### src/rtl/qsic_defs.svh
/*
 * register offsets, reply settle delay and disk-pack load table contents
 */
`ifndef QSIC_DEFS_SVH
`define QSIC_DEFS_SVH

// i/o page offsets, only decoded with bs7 set
`define QSIC_REG_CONFIG  13'o17720  // indicator panel list/count
`define QSIC_REG_BLOCK   13'o17722  // drive select + block number
`define QSIC_REG_LBA_LO  13'o17724  // read only
`define QSIC_REG_LBA_HI  13'o17726  // read only
`define QSIC_REG_STATUS  13'o17730  // read only

// clocks from driving the transceivers to rply, lets the cable settle
`define QSIC_SETTLE_CYCLES 2

// load table, one entry per drive
`define QSIC_PACKS 8

// entry layout {enable, device, lba offset}
// device codes: 0 sd0, 1 sd1, 2 ramdisk, 3 usb
`define QSIC_PACK0 {1'b1, 2'd0, 32'h0002_0000}
`define QSIC_PACK1 {1'b1, 2'd2, 32'h0000_0000}
`define QSIC_PACK2 {1'b0, 2'd0, 32'h0002_4000}
`define QSIC_PACK3 {1'b0, 2'd0, 32'h0002_6000}
`define QSIC_PACK4 {1'b0, 2'd0, 32'h0002_8000}
`define QSIC_PACK5 {1'b0, 2'd0, 32'h0002_a000}
`define QSIC_PACK6 {1'b0, 2'd0, 32'h0002_c000}
`define QSIC_PACK7 {1'b0, 2'd0, 32'h0002_e000}

`endif

### src/rtl/qbus_pkg.sv
/*
 * qbus side types: raw and synchronized strobes, register select,
 * write data word views and reply sequencer states
 */
package qbus_pkg;

   typedef struct packed {
      logic sync;
      logic din;
      logic dout;
      logic init;
   } bus_strobe_t;  // straight from the receivers

   typedef struct packed {
      logic sync;       // levels, two clocks late
      logic din;
      logic dout;
      logic sync_rise;  // single clock pulses
      logic din_rise;
      logic dout_rise;
      logic init;
   } sync_strobe_t;

   typedef enum logic [2:0] {
      sel_none,
      sel_config,
      sel_block,
      sel_lba_lo,
      sel_lba_hi,
      sel_status
   } reg_sel_t;

   // indicator panel config layout, one spare bit between fields
   typedef struct packed {
      logic [1:0] rsv_hi;
      logic [1:0] count;   // 13:12
      logic       rsv11;
      logic [1:0] list3;   // 10:9
      logic       rsv8;
      logic [1:0] list2;   // 7:6
      logic       rsv5;
      logic [1:0] list1;   // 4:3
      logic       rsv2;
      logic [1:0] list0;   // 1:0
   } cfg_view_t;

   typedef struct packed {
      logic [2:0]  drive;  // 15:13
      logic [12:0] block;  // 12:0
   } blk_view_t;

   // same data word, decoded per target register
   typedef union packed {
      cfg_view_t cfg_view;
      blk_view_t blk_view;
   } dal_word_u;

   typedef enum logic [1:0] {
      st_idle,
      st_settle,  // transceivers on, waiting for cable
      st_drive,   // data out, rply up
      st_ack      // write acknowledged
   } reply_state_t;

endpackage

### src/rtl/storage_pkg.sv
/*
 * storage side types: device codes, load table entry, block request
 */
`include "qsic_defs.svh"

package storage_pkg;

   typedef enum logic [1:0] {
      dev_sd0     = 2'd0,
      dev_sd1     = 2'd1,
      dev_ramdisk = 2'd2,
      dev_usb     = 2'd3
   } dev_code_t;

   typedef struct packed {
      logic        enable;  // pack is mounted
      dev_code_t   dev;     // where it lives
      logic [31:0] offset;  // first lba of the pack on that device
   } pack_entry_t;

   typedef struct packed {
      dev_code_t   dev;
      logic [31:0] lba;
   } block_req_t;

   // one bit per table entry
   typedef logic [`QSIC_PACKS-1:0] pack_mask_t;

endpackage

### src/rtl/qbus_sync.sv
/*
 * bus strobe synchronizers with rising edge pulses
 */
`timescale 1ns/1ps

module qbus_sync import qbus_pkg::*; (
   input  logic         clk20,
   input  logic         rst_n,
   input  bus_strobe_t  bus,
   output sync_strobe_t strobes
);

   logic [2:0] sync_sr;  // [1] is the usable level, [2] the previous one
   logic [2:0] din_sr;
   logic [2:0] dout_sr;
   logic [1:0] init_sr;  // no edge needed, level only
   logic [2:0] pulses;

   always_ff @(posedge clk20) begin
      if (!rst_n) begin
         sync_sr <= '0;
         din_sr  <= '0;
         dout_sr <= '0;
         init_sr <= '0;
      end else begin
         sync_sr <= {sync_sr[1:0], bus.sync};
         din_sr  <= {din_sr[1:0], bus.din};
         dout_sr <= {dout_sr[1:0], bus.dout};
         init_sr <= {init_sr[0], bus.init};
      end
   end

   assign strobes = '{
      sync:      sync_sr[1],
      din:       din_sr[1],
      dout:      dout_sr[1],
      sync_rise: sync_sr[1] & ~sync_sr[2],
      din_rise:  din_sr[1] & ~din_sr[2],
      dout_rise: dout_sr[1] & ~dout_sr[2],
      init:      init_sr[1]
   };

   assign pulses = {strobes.sync_rise, strobes.din_rise, strobes.dout_rise};

   // downstream logic counts on a rise being seen exactly once
   a_pulse_one_cycle: assert property (@(posedge clk20) disable iff (!rst_n)
      (pulses != 3'b000) |=> ((pulses & $past(pulses)) == 3'b000));

endmodule

### src/rtl/reg_select.sv
/*
 * address phase capture, register decode and read data multiplexer
 */
`timescale 1ns/1ps
`include "qsic_defs.svh"

module reg_select import qbus_pkg::*, storage_pkg::*; (
   input  logic         clk20,
   input  logic         rst_n,
   input  sync_strobe_t strobes,
   input  logic [21:0]  dal_in,
   input  logic         bs7,
   input  logic [15:0]  cfg_word,
   input  dal_word_u    block_word,
   input  block_req_t   req,
   input  logic [15:0]  status_word,
   output reg_sel_t     sel,
   output dal_word_u    wdata,
   output logic [21:0]  dal_out
);

   logic [12:0] addr_q;  // i/o page offset, upper bits don't matter here
   logic        bs7_q;
   logic        cyc_vld;  // address captured for this sync

   // grab the address when sync comes up
   always_ff @(posedge clk20) begin
      if (strobes.sync_rise) begin
         addr_q <= dal_in[12:0];
         bs7_q  <= bs7;
      end
      if (strobes.dout_rise)
         wdata <= dal_in[15:0];  // data phase of a DATO
   end

   always_ff @(posedge clk20) begin
      if (!rst_n)
         cyc_vld <= 1'b0;
      else if (strobes.sync_rise)
         cyc_vld <= 1'b1;
      else if (!strobes.sync)
         cyc_vld <= 1'b0;  // bus cycle over
   end

   always_comb begin
      sel = sel_none;
      if (cyc_vld && strobes.sync && bs7_q) begin
         case (addr_q)
            `QSIC_REG_CONFIG: sel = sel_config;
            `QSIC_REG_BLOCK:  sel = sel_block;
            `QSIC_REG_LBA_LO: sel = sel_lba_lo;
            `QSIC_REG_LBA_HI: sel = sel_lba_hi;
            `QSIC_REG_STATUS: sel = sel_status;
            default:          sel = sel_none;  // not ours
         endcase
      end
   end

   // read back, zero extended onto the 22 bit bus
   always_comb begin
      case (sel)
         sel_config: dal_out = {6'b0, cfg_word};
         sel_block:  dal_out = {6'b0, block_word};
         sel_lba_lo: dal_out = {6'b0, req.lba[15:0]};
         sel_lba_hi: dal_out = {6'b0, req.lba[31:16]};
         sel_status: dal_out = {6'b0, status_word};
         default:    dal_out = '0;
      endcase
   end

endmodule

### src/rtl/slave_fsm.sv
/*
 * reply sequencer for DATI and DATO slave cycles
 */
`timescale 1ns/1ps

module slave_fsm import qbus_pkg::*; (
   input  logic         clk20,
   input  logic         rst_n,
   input  sync_strobe_t strobes,
   input  reg_sel_t     sel,
   input  logic         done,
   output logic         start,
   output logic         wr_stb,
   output logic         dal_tx,
   output logic         dal_be_n,
   output logic         dal_st,
   output logic         rply
);

   reply_state_t state;
   logic         hit;

   assign hit   = (sel != sel_none);
   assign start = (state == st_idle) && hit && strobes.din_rise;  // kick the settle timer

   always_ff @(posedge clk20) begin
      if (!rst_n) begin
         state    <= st_idle;
         wr_stb   <= 1'b0;
         dal_tx   <= 1'b0;
         dal_be_n <= 1'b1;
         dal_st   <= 1'b0;
         rply     <= 1'b0;
      end else begin
         wr_stb <= 1'b0;  // single clock
         case (state)
            st_idle: begin
               if (hit && strobes.din_rise) begin
                  state  <= st_settle;
                  dal_tx <= 1'b1;  // turn transceivers around first
               end else if (hit && strobes.dout_rise) begin
                  state  <= st_ack;
                  wr_stb <= 1'b1;  // wdata is valid next clock
                  rply   <= 1'b1;
               end
            end
            st_settle: begin
               if (!strobes.din) begin
                  state  <= st_idle;  // master gave up
                  dal_tx <= 1'b0;
               end else if (done) begin
                  state    <= st_drive;
                  rply     <= 1'b1;
                  dal_st   <= 1'b1;  // latch read data
                  dal_be_n <= 1'b0;
               end
            end
            st_drive: begin
               if (!strobes.din) begin
                  state    <= st_idle;
                  dal_tx   <= 1'b0;
                  dal_be_n <= 1'b1;
                  dal_st   <= 1'b0;
                  rply     <= 1'b0;
               end
            end
            st_ack: begin
               if (!strobes.dout) begin
                  state <= st_idle;
                  rply  <= 1'b0;
               end
            end
            default: state <= st_idle;
         endcase
      end
   end

   // data must be on the bus whenever a read is acknowledged
   a_rply_drives_bus: assert property (@(posedge clk20) disable iff (!rst_n)
      (state == st_drive && rply) |-> (!dal_be_n && dal_tx));

endmodule

### src/rtl/settle_timer.sv
/*
 * settle delay counter between transceiver turnaround and read reply
 */
`timescale 1ns/1ps
`include "qsic_defs.svh"

module settle_timer (
   input  logic clk20,
   input  logic rst_n,
   input  logic start,
   output logic done
);

   localparam int CNT_W = $clog2(`QSIC_SETTLE_CYCLES + 1);

   logic [CNT_W-1:0] cnt;
   logic             armed;

   always_ff @(posedge clk20) begin
      if (!rst_n) begin
         cnt   <= '0;
         armed <= 1'b0;
      end else if (start) begin
         cnt   <= CNT_W'(`QSIC_SETTLE_CYCLES - 1);  // start cycle counts as one
         armed <= 1'b1;
      end else if (armed) begin
         if (cnt == '0)
            armed <= 1'b0;
         else
            cnt <= cnt - 1'b1;
      end
   end

   assign done = armed && (cnt == '0);  // one clock pulse

endmodule

### src/rtl/ip_config_reg.sv
/*
 * indicator panel configuration, four panel selects and a panel count
 */
`timescale 1ns/1ps

module ip_config_reg import qbus_pkg::*; (
   input  logic        clk20,
   input  logic        rst_n,
   input  reg_sel_t    sel,
   input  logic        wr_stb,
   input  dal_word_u   wdata,
   output logic [15:0] cfg_word
);

   dal_word_u cfg_q;  // spare bits never written, read as zero

   always_ff @(posedge clk20) begin
      if (!rst_n) begin
         // default shows qbus, rk, lamptest, rk with three panels
         cfg_q.cfg_view <= '{count: 2'd2, list3: 2'd1, list2: 2'd0,
                             list1: 2'd1, list0: 2'd2, default: '0};
      end else if (wr_stb && sel == sel_config) begin
         cfg_q.cfg_view <= '{count: wdata.cfg_view.count,
                             list3: wdata.cfg_view.list3,
                             list2: wdata.cfg_view.list2,
                             list1: wdata.cfg_view.list1,
                             list0: wdata.cfg_view.list0,
                             default: '0};
      end
   end

   assign cfg_word = cfg_q;

endmodule

### src/rtl/pack_table.sv
/*
 * block register, disk-pack load table lookup, lba offset add and
 * loaded mask for the status register
 */
`timescale 1ns/1ps
`include "qsic_defs.svh"

module pack_table import qbus_pkg::*, storage_pkg::*; (
   input  logic         clk20,
   input  logic         rst_n,
   input  sync_strobe_t strobes,
   input  reg_sel_t     sel,
   input  logic         wr_stb,
   input  dal_word_u    wdata,
   input  logic [3:0]   dev_ready,  // indexed by dev_code_t
   output dal_word_u    block_word,
   output block_req_t   req,
   output logic [15:0]  status_word
);

   // fixed for now, one entry per drive select
   localparam pack_entry_t LOAD_TABLE [`QSIC_PACKS] = '{
      `QSIC_PACK0, `QSIC_PACK1, `QSIC_PACK2, `QSIC_PACK3,
      `QSIC_PACK4, `QSIC_PACK5, `QSIC_PACK6, `QSIC_PACK7
   };

   dal_word_u   blk_q;
   pack_entry_t entry;   // entry for the selected drive
   pack_mask_t  loaded;

   always_ff @(posedge clk20) begin
      if (!rst_n)
         blk_q <= '0;
      else if (strobes.init)
         blk_q <= '0;  // bus init clears the drive/block
      else if (wr_stb && sel == sel_block)
         blk_q <= wdata;
   end

   assign entry = LOAD_TABLE[blk_q.blk_view.drive];

   assign req.dev = entry.dev;
   assign req.lba = {19'b0, blk_q.blk_view.block} + entry.offset;  // offset into the pack

   // loaded when mounted and the backing device says ready
   always_comb begin
      for (int i = 0; i < `QSIC_PACKS; i++)
         loaded[i] = LOAD_TABLE[i].enable & dev_ready[LOAD_TABLE[i].dev];
   end

   assign block_word  = blk_q;
   assign status_word = {5'b0, entry.dev, entry.enable, loaded};

   // lba must never wrap below the start of its pack
   a_lba_in_pack: assert property (@(posedge clk20) disable iff (!rst_n)
      req.lba >= entry.offset);

endmodule

### src/rtl/qsic_slave.sv
/*
 * qbus slave register block top level
 */
`timescale 1ns/1ps

module qsic_slave import qbus_pkg::*, storage_pkg::*; (
   input  logic        clk20,
   input  logic        rst_n,
   input  bus_strobe_t bus,
   input  logic [21:0] dal_in,
   input  logic        bs7,
   input  logic [3:0]  dev_ready,
   output logic [21:0] dal_out,
   output logic        dal_tx,
   output logic        dal_be_n,
   output logic        dal_st,
   output logic        rply,
   output block_req_t  req
);

   sync_strobe_t strobes;
   reg_sel_t     sel;
   dal_word_u    wdata;
   dal_word_u    block_word;
   logic [15:0]  cfg_word;
   logic [15:0]  status_word;
   logic         wr_stb;
   logic         start;   // settle timer handshake
   logic         done;

   qbus_sync qbus_sync_inst (.clk20, .rst_n, .bus, .strobes);

   reg_select reg_select_inst (
      .clk20, .rst_n, .strobes, .dal_in, .bs7, .cfg_word, .block_word,
      .req, .status_word, .sel, .wdata, .dal_out
   );

   slave_fsm slave_fsm_inst (
      .clk20, .rst_n, .strobes, .sel, .done, .start, .wr_stb,
      .dal_tx, .dal_be_n, .dal_st, .rply
   );

   settle_timer settle_timer_inst (.clk20, .rst_n, .start, .done);

   ip_config_reg ip_config_reg_inst (.clk20, .rst_n, .sel, .wr_stb, .wdata, .cfg_word);

   pack_table pack_table_inst (
      .clk20, .rst_n, .strobes, .sel, .wr_stb, .wdata, .dev_ready,
      .block_word, .req, .status_word
   );

endmodule

### config.mk
export PLATFORM = sky130hd
export DESIGN_NAME = qsic_slave
export DESIGN_NICKNAME = d
export VERILOG_FILES = /design/src/rtl/qbus_pkg.sv /design/src/rtl/storage_pkg.sv /design/src/rtl/qbus_sync.sv /design/src/rtl/reg_select.sv /design/src/rtl/slave_fsm.sv /design/src/rtl/settle_timer.sv /design/src/rtl/ip_config_reg.sv /design/src/rtl/pack_table.sv /design/src/rtl/qsic_slave.sv
export VERILOG_INCLUDE_DIRS = /design/src /design/src/rtl
export SDC_FILE = /design/constraint.sdc
export NUM_CORES = 1
export LEC_CHECK = 0
export BUFFER_PORTS_ARGS = -buffer_cell sky130_fd_sc_hd__buf_2
export CAP_MARGIN = 20
export CORE_MARGIN = 2
export CORE_UTILIZATION = 55
export DETAILED_ROUTE_END_ITERATION = 16
export PLACE_DENSITY = 0.8
export SLEW_MARGIN = 20
export SYNTH_ARGS = -nofsm -noshare
export SYNTH_HDL_FRONTEND = slang
export SYNTH_HIERARCHICAL = 1
export SYNTH_SLANG_ARGS = --single-unit
### constraint.sdc
create_clock -name clk20 -period 2.77 [get_ports clk20]
set_input_delay 0.554 -clock clk20 [delete_from_list [all_inputs] [get_ports clk20]]
set_output_delay 0.554 -clock clk20 [all_outputs]
set_load 0.01 [all_outputs]
---- After elaboration in Yosys (flattened, before gate mapping) ----
Memory sizes are Yosys's and may differ from the RTL's.
Index checks and enable logic that the tools add are counted.
storage, ports and cells
  register bits ........................... 78
  latch bits .............................. 0
  bits in writable memories ............... 0
  memory bits (read-only) ................. 280
  input port bits ......................... 33
  output and inout bits ................... 60
  word-level logic and storage cells ...... 118
  memories ................................ 1
operators by class
  add/sub/neg operators ................... 2
  multiply operators ...................... 0
  div/mod/pow operators ................... 0
  order comparisons ....................... 1
  eq/ne operators ......................... 25
  shifts and indexed selects .............. 0
  multiplexer cells ....................... 35
  bitwise gates (word level) .............. 10
  reductions and logical operators ........ 25
memory list
  memory            depth  bits a word  read ports  clocked after memory_dff  write ports  RTL line          source
  (name not given)  8      35           1           0                         0            pack_table.sv:40  assign entry = LOAD_TABLE[blk_q.blk_view.drive];
operators by type and width
  operator                                                  count
  one-hot mux 16 bit (5 select lines)                       1
  two-way mux 35 bit                                        2
  equality test 13 bit, second input constant               5
  adder 13 x 32 -> 32 bit                                   1
  two-way mux 1 bit                                         19
  inequality test 2 bit, second input constant              8
  one-hot mux 3 bit (5 select lines)                        1
  two-way mux 2 bit                                         6
  logical AND 1 bit                                         9
  one-hot mux 2 bit (4 select lines)                        1
  AND reduction 4 bit                                       2
  equality test 3 x 2 -> 1 bit, second input constant       2
  equality test 3 bit, second input constant                2
  inequality test 3 bit, second input constant              2
  inverter 1 bit                                            6
  one-hot mux 1 bit (2 select lines)                        3
  AND reduction 6 bit                                       1
  nonzero test 2 bit                                        3
  OR reduction 2 bit                                        3
  equality test 2 bit, second input constant                2
  greater-or-equal comparator 4 bit, second input constant  1
  logical NOT 2 bit                                         2
  inequality test 2 x 1 -> 1 bit, second input constant     2
  inverter 3 -> 4 bit                                       1
  other kinds (10)                                          13

---- Depth between registers and ports, before layout ----
Gate-level depths: netlist of the first run.
  depth in word-level cells ............... 8
  gate-level depth with buffers ........... 11
  depth with buffers taken out ............ 8

---- Hierarchy ----
Netlist of the first run, hierarchy kept.
modules (own cells, without submodules)
  module         times used  cells each  area each (um^2)  seq. area each (um^2)
  reg_select     1           144         1810.5            920.9
  pack_table     1           124         1158.6            320.3
  ip_config_reg  1           51          475.5             200.2
  slave_fsm      1           51          461.7             140.1
  qbus_sync      1           30          349.1             220.2
  settle_timer   1           15          157.7             60.1

---- Worst setup path before layout of the first run ----
Ideal clock, no wire load.
  path type ............................... register to register
  start ................................... register reg_select_inst.addr_q[7]
  end ..................................... register settle_timer_inst.cnt[0]
  library setup time ...................... 0.116 ns
  arrival time ............................ 2.325 ns
  data required time ...................... 2.654 ns
  setup slack ............................. 0.328 ns
  cell stages (with the launch flop) ...... 12
  path buffers ............................ 3
  period minus slack after synthesis ...... 2.442 ns
  cells stage by stage .................... edfxtp_1 > and4b_1 > buf_2 > and4_1 > buf_2 > nand2_1 > buf_2 > inv_1 > or3_1 > and3_1 > or2_0 > o211a_1
between the ends
  longest elaborated chain between the ends .. 8
  elaborated cells between the ends (all ways) .. 14
  classes of those cells .................. 6 x eq/ne; 3 x mux; 5 x reduce/logical
RTL lines
  element                                                                                       RTL line            source
  start: declaration                                                                            reg_select.sv:22    logic [12:0] addr_q;
  start signal: assignment                                                                      reg_select.sv:29    addr_q <= dal_in[12:0];
  equality test 13 bit                                                                          reg_select.sv:48    case (addr_q)
  one-hot mux 3 bit (5 select lines) (*)                                                        reg_select.sv:48
  two-way mux 3 bit (*)                                                                         reg_select.sv:47    if (cyc_vld && strobes.sync && bs7_q) begin
  net sel[1]                                                                                    qsic_slave.sv:22    reg_sel_t sel;
  nonzero test 3 bit (*)                                                                        slave_fsm.sv:23     assign hit = (sel != sel_none);
  logical AND 1 bit (*) (2 in a row)                                                            slave_fsm.sv:24     assign start = (state == st_idle) && hit && strobes.din_rise;
  net start                                                                                     qsic_slave.sv:28    logic start;
  inequality test 2 x 1 -> 1 bit (no source line) / nonzero test 2 bit (equally long branches)  n/a
  AND reduction 2 bit (no source line)                                                          n/a
  end signal: assignment                                                                        settle_timer.sv:24  cnt <= CNT_W'(`QSIC_SETTLE_CYCLES - 1);
  end signal: assignment                                                                        settle_timer.sv:30  cnt <= cnt - 1'b1;
  end: declaration                                                                              settle_timer.sv:16  logic [CNT_W-1:0] cnt;
The timed path passes the listed nets; every way through them passes the cells marked *.
A chain may end at the register's enable or synchronous reset.

---- Final worst setup path of the first run ----
  start ................................... register reg_select_inst.addr_q[1]
  end ..................................... output dal_out[1]
between the ends
  longest elaborated chain between the ends .. 5
  elaborated cells between the ends (all ways) .. 13
  classes of those cells .................. 10 x eq/ne; 3 x mux
RTL lines
  element                                            RTL line          source
  equality test 13 bit                               reg_select.sv:48
  one-hot mux 3 bit (5 select lines) (*)             reg_select.sv:48
  two-way mux 3 bit (*)                              reg_select.sv:47
  equality test 3 bit, or another cell as far along  reg_select.sv:61  case (sel)
  one-hot mux 16 bit (5 select lines) (*)            reg_select.sv:61
  end: declaration                                   qsic_slave.sv:13  output logic [21:0] dal_out,
Mark *: on every way between the ends. The rest lies on a longest branch, timed or not.

==> flow_metrics.env, run 1 <==
export IMPL_post_route_drc_count=0
export IMPL_finalCritPeriodShare=0.9740
export IMPL_cp_arrival_ns=2.14
export IMPL_end_kind="primary output"
export IMPL_cts_buffer_depth=2
export IMPL_dp_hpwl_um=6073
export IMPL_fp_dieH_um=93.58
export IMPL_avgRoutedWirePerCell_um=15.27
export IMPL_track_usage=0.2026
export IMPL_cts_made_buffers=9
export IMPL_diodes=0
export IMPL_relSlewSlack=0.3285
export IMPL_p_per_area_mw_per_mm2=520.6
export IMPL_yosys_warnings=6
export IMPL_clk_pin_slew_ns=0.08
export IMPL_finalNetCount=502
export IMPL_worst_pin_slew_ns=1.007
export IMPL_grt_max_degree=53
export IMPL_cts_hold_buf=0
export IMPL_drt_iter0_drc=175
export IMPL_htree_levels=3
export IMPL_yosys_cell_count_top_type="buf_4"
export IMPL_io_buffers=62
export IMPL_die_x_um=93.58
export IMPL_power_total_w=0.002499
export IMPL_finalMaxSlewViolations=0
export IMPL_cts_sinks=78
export IMPL_yosys_area_top_type_share=0.2177
export IMPL_ys_flop_type="dfxtp_1"
export IMPL_post_route_cells_drive_above_1_share=0.2355
export IMPL_max_cap_viol_count=0
export IMPL_syn_to_final_growth_pct=8.789
export IMPL_fin_util=0.6181
export IMPL_start_util=0.5681
export IMPL_drt_antenna_violating_nets=0
export IMPL_core_mm2=0.007767
export IMPL_rsz0062_at_grt="yes"
export IMPL_yosys_top_cells_area="dfxtp_1, edfxtp_1, mux2i_1"
export IMPL_vias=3028
export IMPL_internal_power_w=0.001888
export IMPL_switching_share=0.2445
export IMPL_rows=32
export IMPL_critPathLaunchType="register"
export IMPL_clk_latency_ns=0.35
export IMPL_pwr_share_comb=0.128
export IMPL_min_path_type="in -> reg"
export IMPL_path_max_fanout=10
export IMPL_status="finished, final reports clean"
export IMPL_synthArstFlopShare=0
export IMPL_grt_pass1_wl_um=13720
export IMPL_finalSetupTns_ns=0
export IMPL_grt_pass1_vias=2854
export IMPL_seqPwrFrac=0.508
export IMPL_r2r_slack_ns=0.25
export IMPL_p_switching_w=0.0006110
export IMPL_grt_ovfl_total=0
export IMPL_worstPathRequired_ns=2.22
export IMPL_cts_tree="built"
export IMPL_p_clk_frac=0.365
export IMPL_synth_area_mm2=0.004413
export IMPL_ir_worst_vdd_uv=306.5
export IMPL_hold_viol=0
export IMPL_worst_setup_path_type="reg -> out"
export IMPL_avgSynthCellArea_um2=10.63
export IMPL_ys_seq_elements=78
export IMPL_synth_top_area_cell="dfxtp_1"
export IMPL_netlist_instances=415
export IMPL_ys_seq_area_frac=0.4219
export IMPL_period_minus_slack_ns=2.698
export IMPL_finalWeightedCongestion=0.7937
export IMPL_wl_um=8689
export IMPL_p_leak_nw=2.048
export IMPL_skew_ns=0.01408
export IMPL_synth_edf_count=30
export IMPL_antenna_found_initial=0
export IMPL_drt_first_pass_iters=4
export IMPL_final_fill_count=646
export IMPL_fmaxAchievable_mhz=370.6
export IMPL_synthDistinctLibCells=53
export IMPL_cts_root_buf="clkbuf_8"
export IMPL_synth_commonest_cells="buf_4, mux2i_1, dfxtp_1"
export IMPL_setup_viol=0
export IMPL_die_area_mm2=0.008756
export IMPL_io_pins=93
export IMPL_viasPerCell=5.322
## metal layers
metal / routed length (µm) / track usage / up-vias
li1: - / - / 1496
met1: 3943 / 0.2588 / 1423
met2: 4122 / 0.3351 / 96
met3: 480 / 0.03948 / 13
met4: 142 / 0.08696 / 0
met5: 0 / 0 / -
## cells in the final DEF, fill, tap and decap left out, types with 2 or more instances in the layout
master     count
nand3b_1      38
nor2b_1       15
mux2i_1       55
buf_2         62
nor3_1         3
o211a_1        2
a211o_1        4
a21oi_1        6
and3_1         3
and2_1        15
buf_6          3
nand2_1       18
conb_1        40
clkbuf_16      3
clkbuf_8      10
dfxtp_1       48
and4bb_1       2
inv_1          7
buf_4         18
and4_1         2
nand2b_1       2
a32o_1         4
edfxtp_1      30
nor2_1         5
clkbuf_1       2
nand3_1       14
o221ai_1      12
o21a_1         2
o211ai_1       4
o21ai_0        5
ha_1           7
## metrics by stage
step	hold slack, ns	cells	cell area, µm²	worst slack [ns]
6_report	0.3855	569	4801	0.07201
5_1_grt	0.3794	569	4801	-0.04569
4_1_cts	0.3712	565	4756	0.0004974
3_5_place_dp	0.4169	544	4484	0.1857
3_3_place_gp	0.4141	544	4484	0.2275
2_1_floorplan	0.4119	452	4552	0.3284
## power by group through the flow
stage	logic (W)	clock network (W)	registers, W
3_3_place_gp	0.000297	0	0.00129
6_report	0.000319	0.000911	0.00127
3_5_place_dp	0.000308	0	0.00130
5_1_grt	0.000358	0.000974	0.00128
4_1_cts	0.000312	0.000928	0.00127
2_1_floorplan	0.000280	0	0.00129
## state kept, by name, summed over array words and instances, names as in the netlist
register	count
reg_select_inst/addr_q	13
reg_select_inst/wdata	16
qbus_sync_inst/din_sr	3
pack_table_inst/block_word	16
ip_config_reg_inst/cfg_word	10
slave_fsm_inst/dal_be_n	1
reg_select_inst/cyc_vld	1
settle_timer_inst/armed	1
qbus_sync_inst/dout_sr	3
qbus_sync_inst/sync_sr	3
slave_fsm_inst/state	2
settle_timer_inst/cnt	2
slave_fsm_inst/dal_st	1
qbus_sync_inst/init_sr	2
slave_fsm_inst/dal_tx	1
reg_select_inst/bs7_q	1
slave_fsm_inst/wr_stb	1
slave_fsm_inst/rply	1
## what timing repair did
| action | in CTS | in global routing |
|---|---|---|
| pin swaps | 1 | 4 |
| gates resized for setup | 2 | 5 |
| endpoints found under the setup margin | 14 | 12 |
| endpoints found under the hold margin | 0 | 0 |
| setup buffers | 5 | 4 |
| gates cloned | 0 | 0 |
## worst max-delay path: stages, from the launching register on
cell and delay, ns:
edfxtp_1 0.49, buf_6 0.18, a211oi_4 0.15, buf_6 0.16, nand4_1 0.15, buf_6 0.20, mux2i_1 0.13, o221ai_1 0.16
buf_2 0.16
## cell families (layout without fill, tap and decap cells)
family	Yosys count	after routing	synth area share
AOI/OAI and AO/OA	48	48	0.08959
xor gates and xnor gates	1	1	0.001985
adders and majority gates	7	7	0.01985
buffers and inverters	92	107	0.1469
DFF	78	78	0.4219
muxes	55	55	0.1248
other	3	40	0.002552
and+or+nand+nor	131	131	0.1925
## final cells by class
type                       count  area (µm²)  share of cell area
sequential                    78        1862              0.3878
clock inverter                 1       5.005            0.001042
inverter                       7       26.28            0.005473
clock buffer                  15       220.2             0.04587
timing repair buffer          84       499.2              0.1040
multi-input combinational    282        2061              0.4292
tap                          102       127.6             0.02658
## final timing paths
path                              from                             end  depth (start not counted)
max          reg_select_inst/addr_q[1]                      dal_out[1]                          8
min                         dal_in[14]       reg_select_inst/wdata[14]                          1
max reg2reg  reg_select_inst/addr_q[5]  pack_table_inst/block_word[10]                          6
min reg2reg  qbus_sync_inst/init_sr[0]       qbus_sync_inst/init_sr[1]                          1
Power figures use the tool's default switching activity.
==> inputs of run 2 (changes only) <==
Settings changed: CORE_MARGIN 2 to 5, HOLD_SLACK_MARGIN from default to 0.15, REMOVE_ABC_BUFFERS from default to 1.
==> run 2 against run 1 <==
First-iteration DRC count decreased by 38%. Hold slack got worse by 0.0026 ns. Non-clock buffer count up 5. Flip-flop and latch count did not move. Setup slack got worse by 0.033 ns. Critical endpoint is now dal_out[9]. Largest cell class unchanged.
==> flow_metrics.env, run 2 (synthesized netlist as in run 1, its figures left out) <==
export IMPL_status="finished, final reports clean"
export IMPL_hold_depth=1
export IMPL_post_route_drc_count=0
export IMPL_path_max_fanout=5
export IMPL_layout_common_cells="buf_2, mux2i_1, dfxtp_1"
export IMPL_holdWs_ns=0.3829
export IMPL_track_usage=0.1834
export IMPL_post_route_cells_drive_above_1_share=0.2458
export IMPL_crit_start="reg_select_inst/addr_q[2]"
export IMPL_drt_first_pass_iters=5
export IMPL_antenna_found_initial=0
export IMPL_cts_buffer_depth=2
export IMPL_io_buffers=62
export IMPL_fp_dieH_um=99.58
export IMPL_clk_latency_ns=0.35
export IMPL_skew_ns=0.007123
export IMPL_ir_worst_vdd_uv=697.8
export IMPL_grt_max_degree=33
export IMPL_final_area_mm2=0.004807
export IMPL_worst_slack_ns=0.03937
export IMPL_syn_to_final_growth_pct=8.931
export IMPL_p_per_area_mw_per_mm2=521.3
export IMPL_die_area_mm2=0.009915
export IMPL_period_minus_slack_ns=2.731
export IMPL_worst_pin_slew_ns=0.8642
export IMPL_grt_pass1_vias=3009
export IMPL_crit_reg2reg_capture="slave_fsm_inst/state[0]"
export IMPL_finalSetupTns_ns=0
export IMPL_rsz0062_at_grt="yes"
export IMPL_layout_commonest_cell="buf_2"
export IMPL_critPathLaunchType="register"
export IMPL_vias=3100
export IMPL_start_util=0.5681
export IMPL_diodes=0
export IMPL_core_mm2=0.007767
export IMPL_min_path_type="in -> reg"
export IMPL_grt_pass1_wl_um=14330
export IMPL_cts_root_buf="clkbuf_8"
export IMPL_grt_ovfl_total=0
export IMPL_final_fill_count=657
export IMPL_place_ws_ns=0.1429
export IMPL_die_x_um=99.58
export IMPL_end_kind="primary output"
export IMPL_setup_viol=0
export IMPL_min_from="dal_in[14]"
export IMPL_finalCritPeriodShare=0.9858
export IMPL_regToRegStartpoint="reg_select_inst/addr_q[1]"
export IMPL_viasPerCell=5.401
export IMPL_wl_um=9142
export IMPL_holdPathEnd="reg_select_inst/wdata[14]"
export IMPL_p_leak_nw=2.063
export IMPL_cts_made_buffers=9
export IMPL_dp_hpwl_um=6440
export IMPL_cp_arrival_ns=2.18
export IMPL_finalMaxSlewViolations=0
export IMPL_worst_setup_path_type="reg -> out"
export IMPL_relSlewSlack=0.4231
export IMPL_hold_viol=0
export IMPL_clk_pin_slew_ns=0.08
export IMPL_rows=32
export IMPL_cts_sinks=78
export IMPL_finalWeightedCongestion=0.7973
export IMPL_reg2regPathDepth=8
export IMPL_drt_iter0_drc=108
export IMPL_htree_levels=3
export IMPL_max_cap_viol_count=0
export IMPL_io_pins=93
export IMPL_placed_area_mm2=0.004494
export IMPL_worstPathRequired_ns=2.22
export IMPL_finalNetCount=507
export IMPL_drt_antenna_violating_nets=0
export IMPL_avgRoutedWirePerCell_um=15.93
export IMPL_r2r_slack_ns=0.25
export IMPL_fmaxAchievable_mhz=366.2
export IMPL_cts_tree="built"
## run 2: report_power, final
group	switching [W]	internal [W]
clock network	0.000409	0.000506
registers	0.0000354	0.00123
logic	0.000183	0.000140
## run 2: layout make-up
class | count | area (µm²) | area share
clock inverters | 6 | 86.33 | 0.01796
flip-flops and latches | 78 | 1862 | 0.3873
clock buffers | 10 | 127.6 | 0.02655
multi-input cells | 282 | 2061 | 0.4287
repair buffers | 89 | 516.7 | 0.1075
well taps | 102 | 127.6 | 0.02655
inverters | 7 | 26.28 | 0.005466
## run 2: timing repair
item,4_1_cts,5_1_grt
endpoints found under the setup margin,15,13
resized for setup,3,2
buffers inserted,7,4
pin swaps,1,6
hold buffers,0,0
## run 2: per-layer routing
metal	vias to the layer above	track usage	wire (µm)
met3	23	0.05189	565
met2	96	0.3208	4581
met1	1486	0.2086	3719
met4	0	0.07878	276
li1	1495	-	-
met5	-	0	0
## run 2: worst max path at each step
stage          slack (ns)  cells after the start         end
2_1_floorplan         0.1                      4  dal_out[0]
3_3_place_gp         0.18                      6  dal_out[8]
3_5_place_dp         0.14                      6  dal_out[8]
4_1_cts             0.007                      6  dal_out[9]
5_1_grt             -0.05                      6  dal_out[6]
6_report             0.04                      6  dal_out[9]
## run 2: metrics by stage
step / cells / utilization / total power, W
floorplan: 367 / - / 0.001506
global placement: 547 / 0.5786 / 0.001589
detailed placement: 547 / 0.5786 / 0.001601
CTS: 570 / 0.6136 / 0.002520
global route: 574 / 0.6189 / 0.002635
finish: 574 / 0.6189 / 0.002506
## run 2: worst max-delay path, stage by stage (launching register included)
cell      delay, ns
edfxtp_1       0.49
a211oi_4       0.41
buf_6          0.16
nand4_4        0.13
a211o_1        0.26
a32o_1         0.24
buf_2          0.14
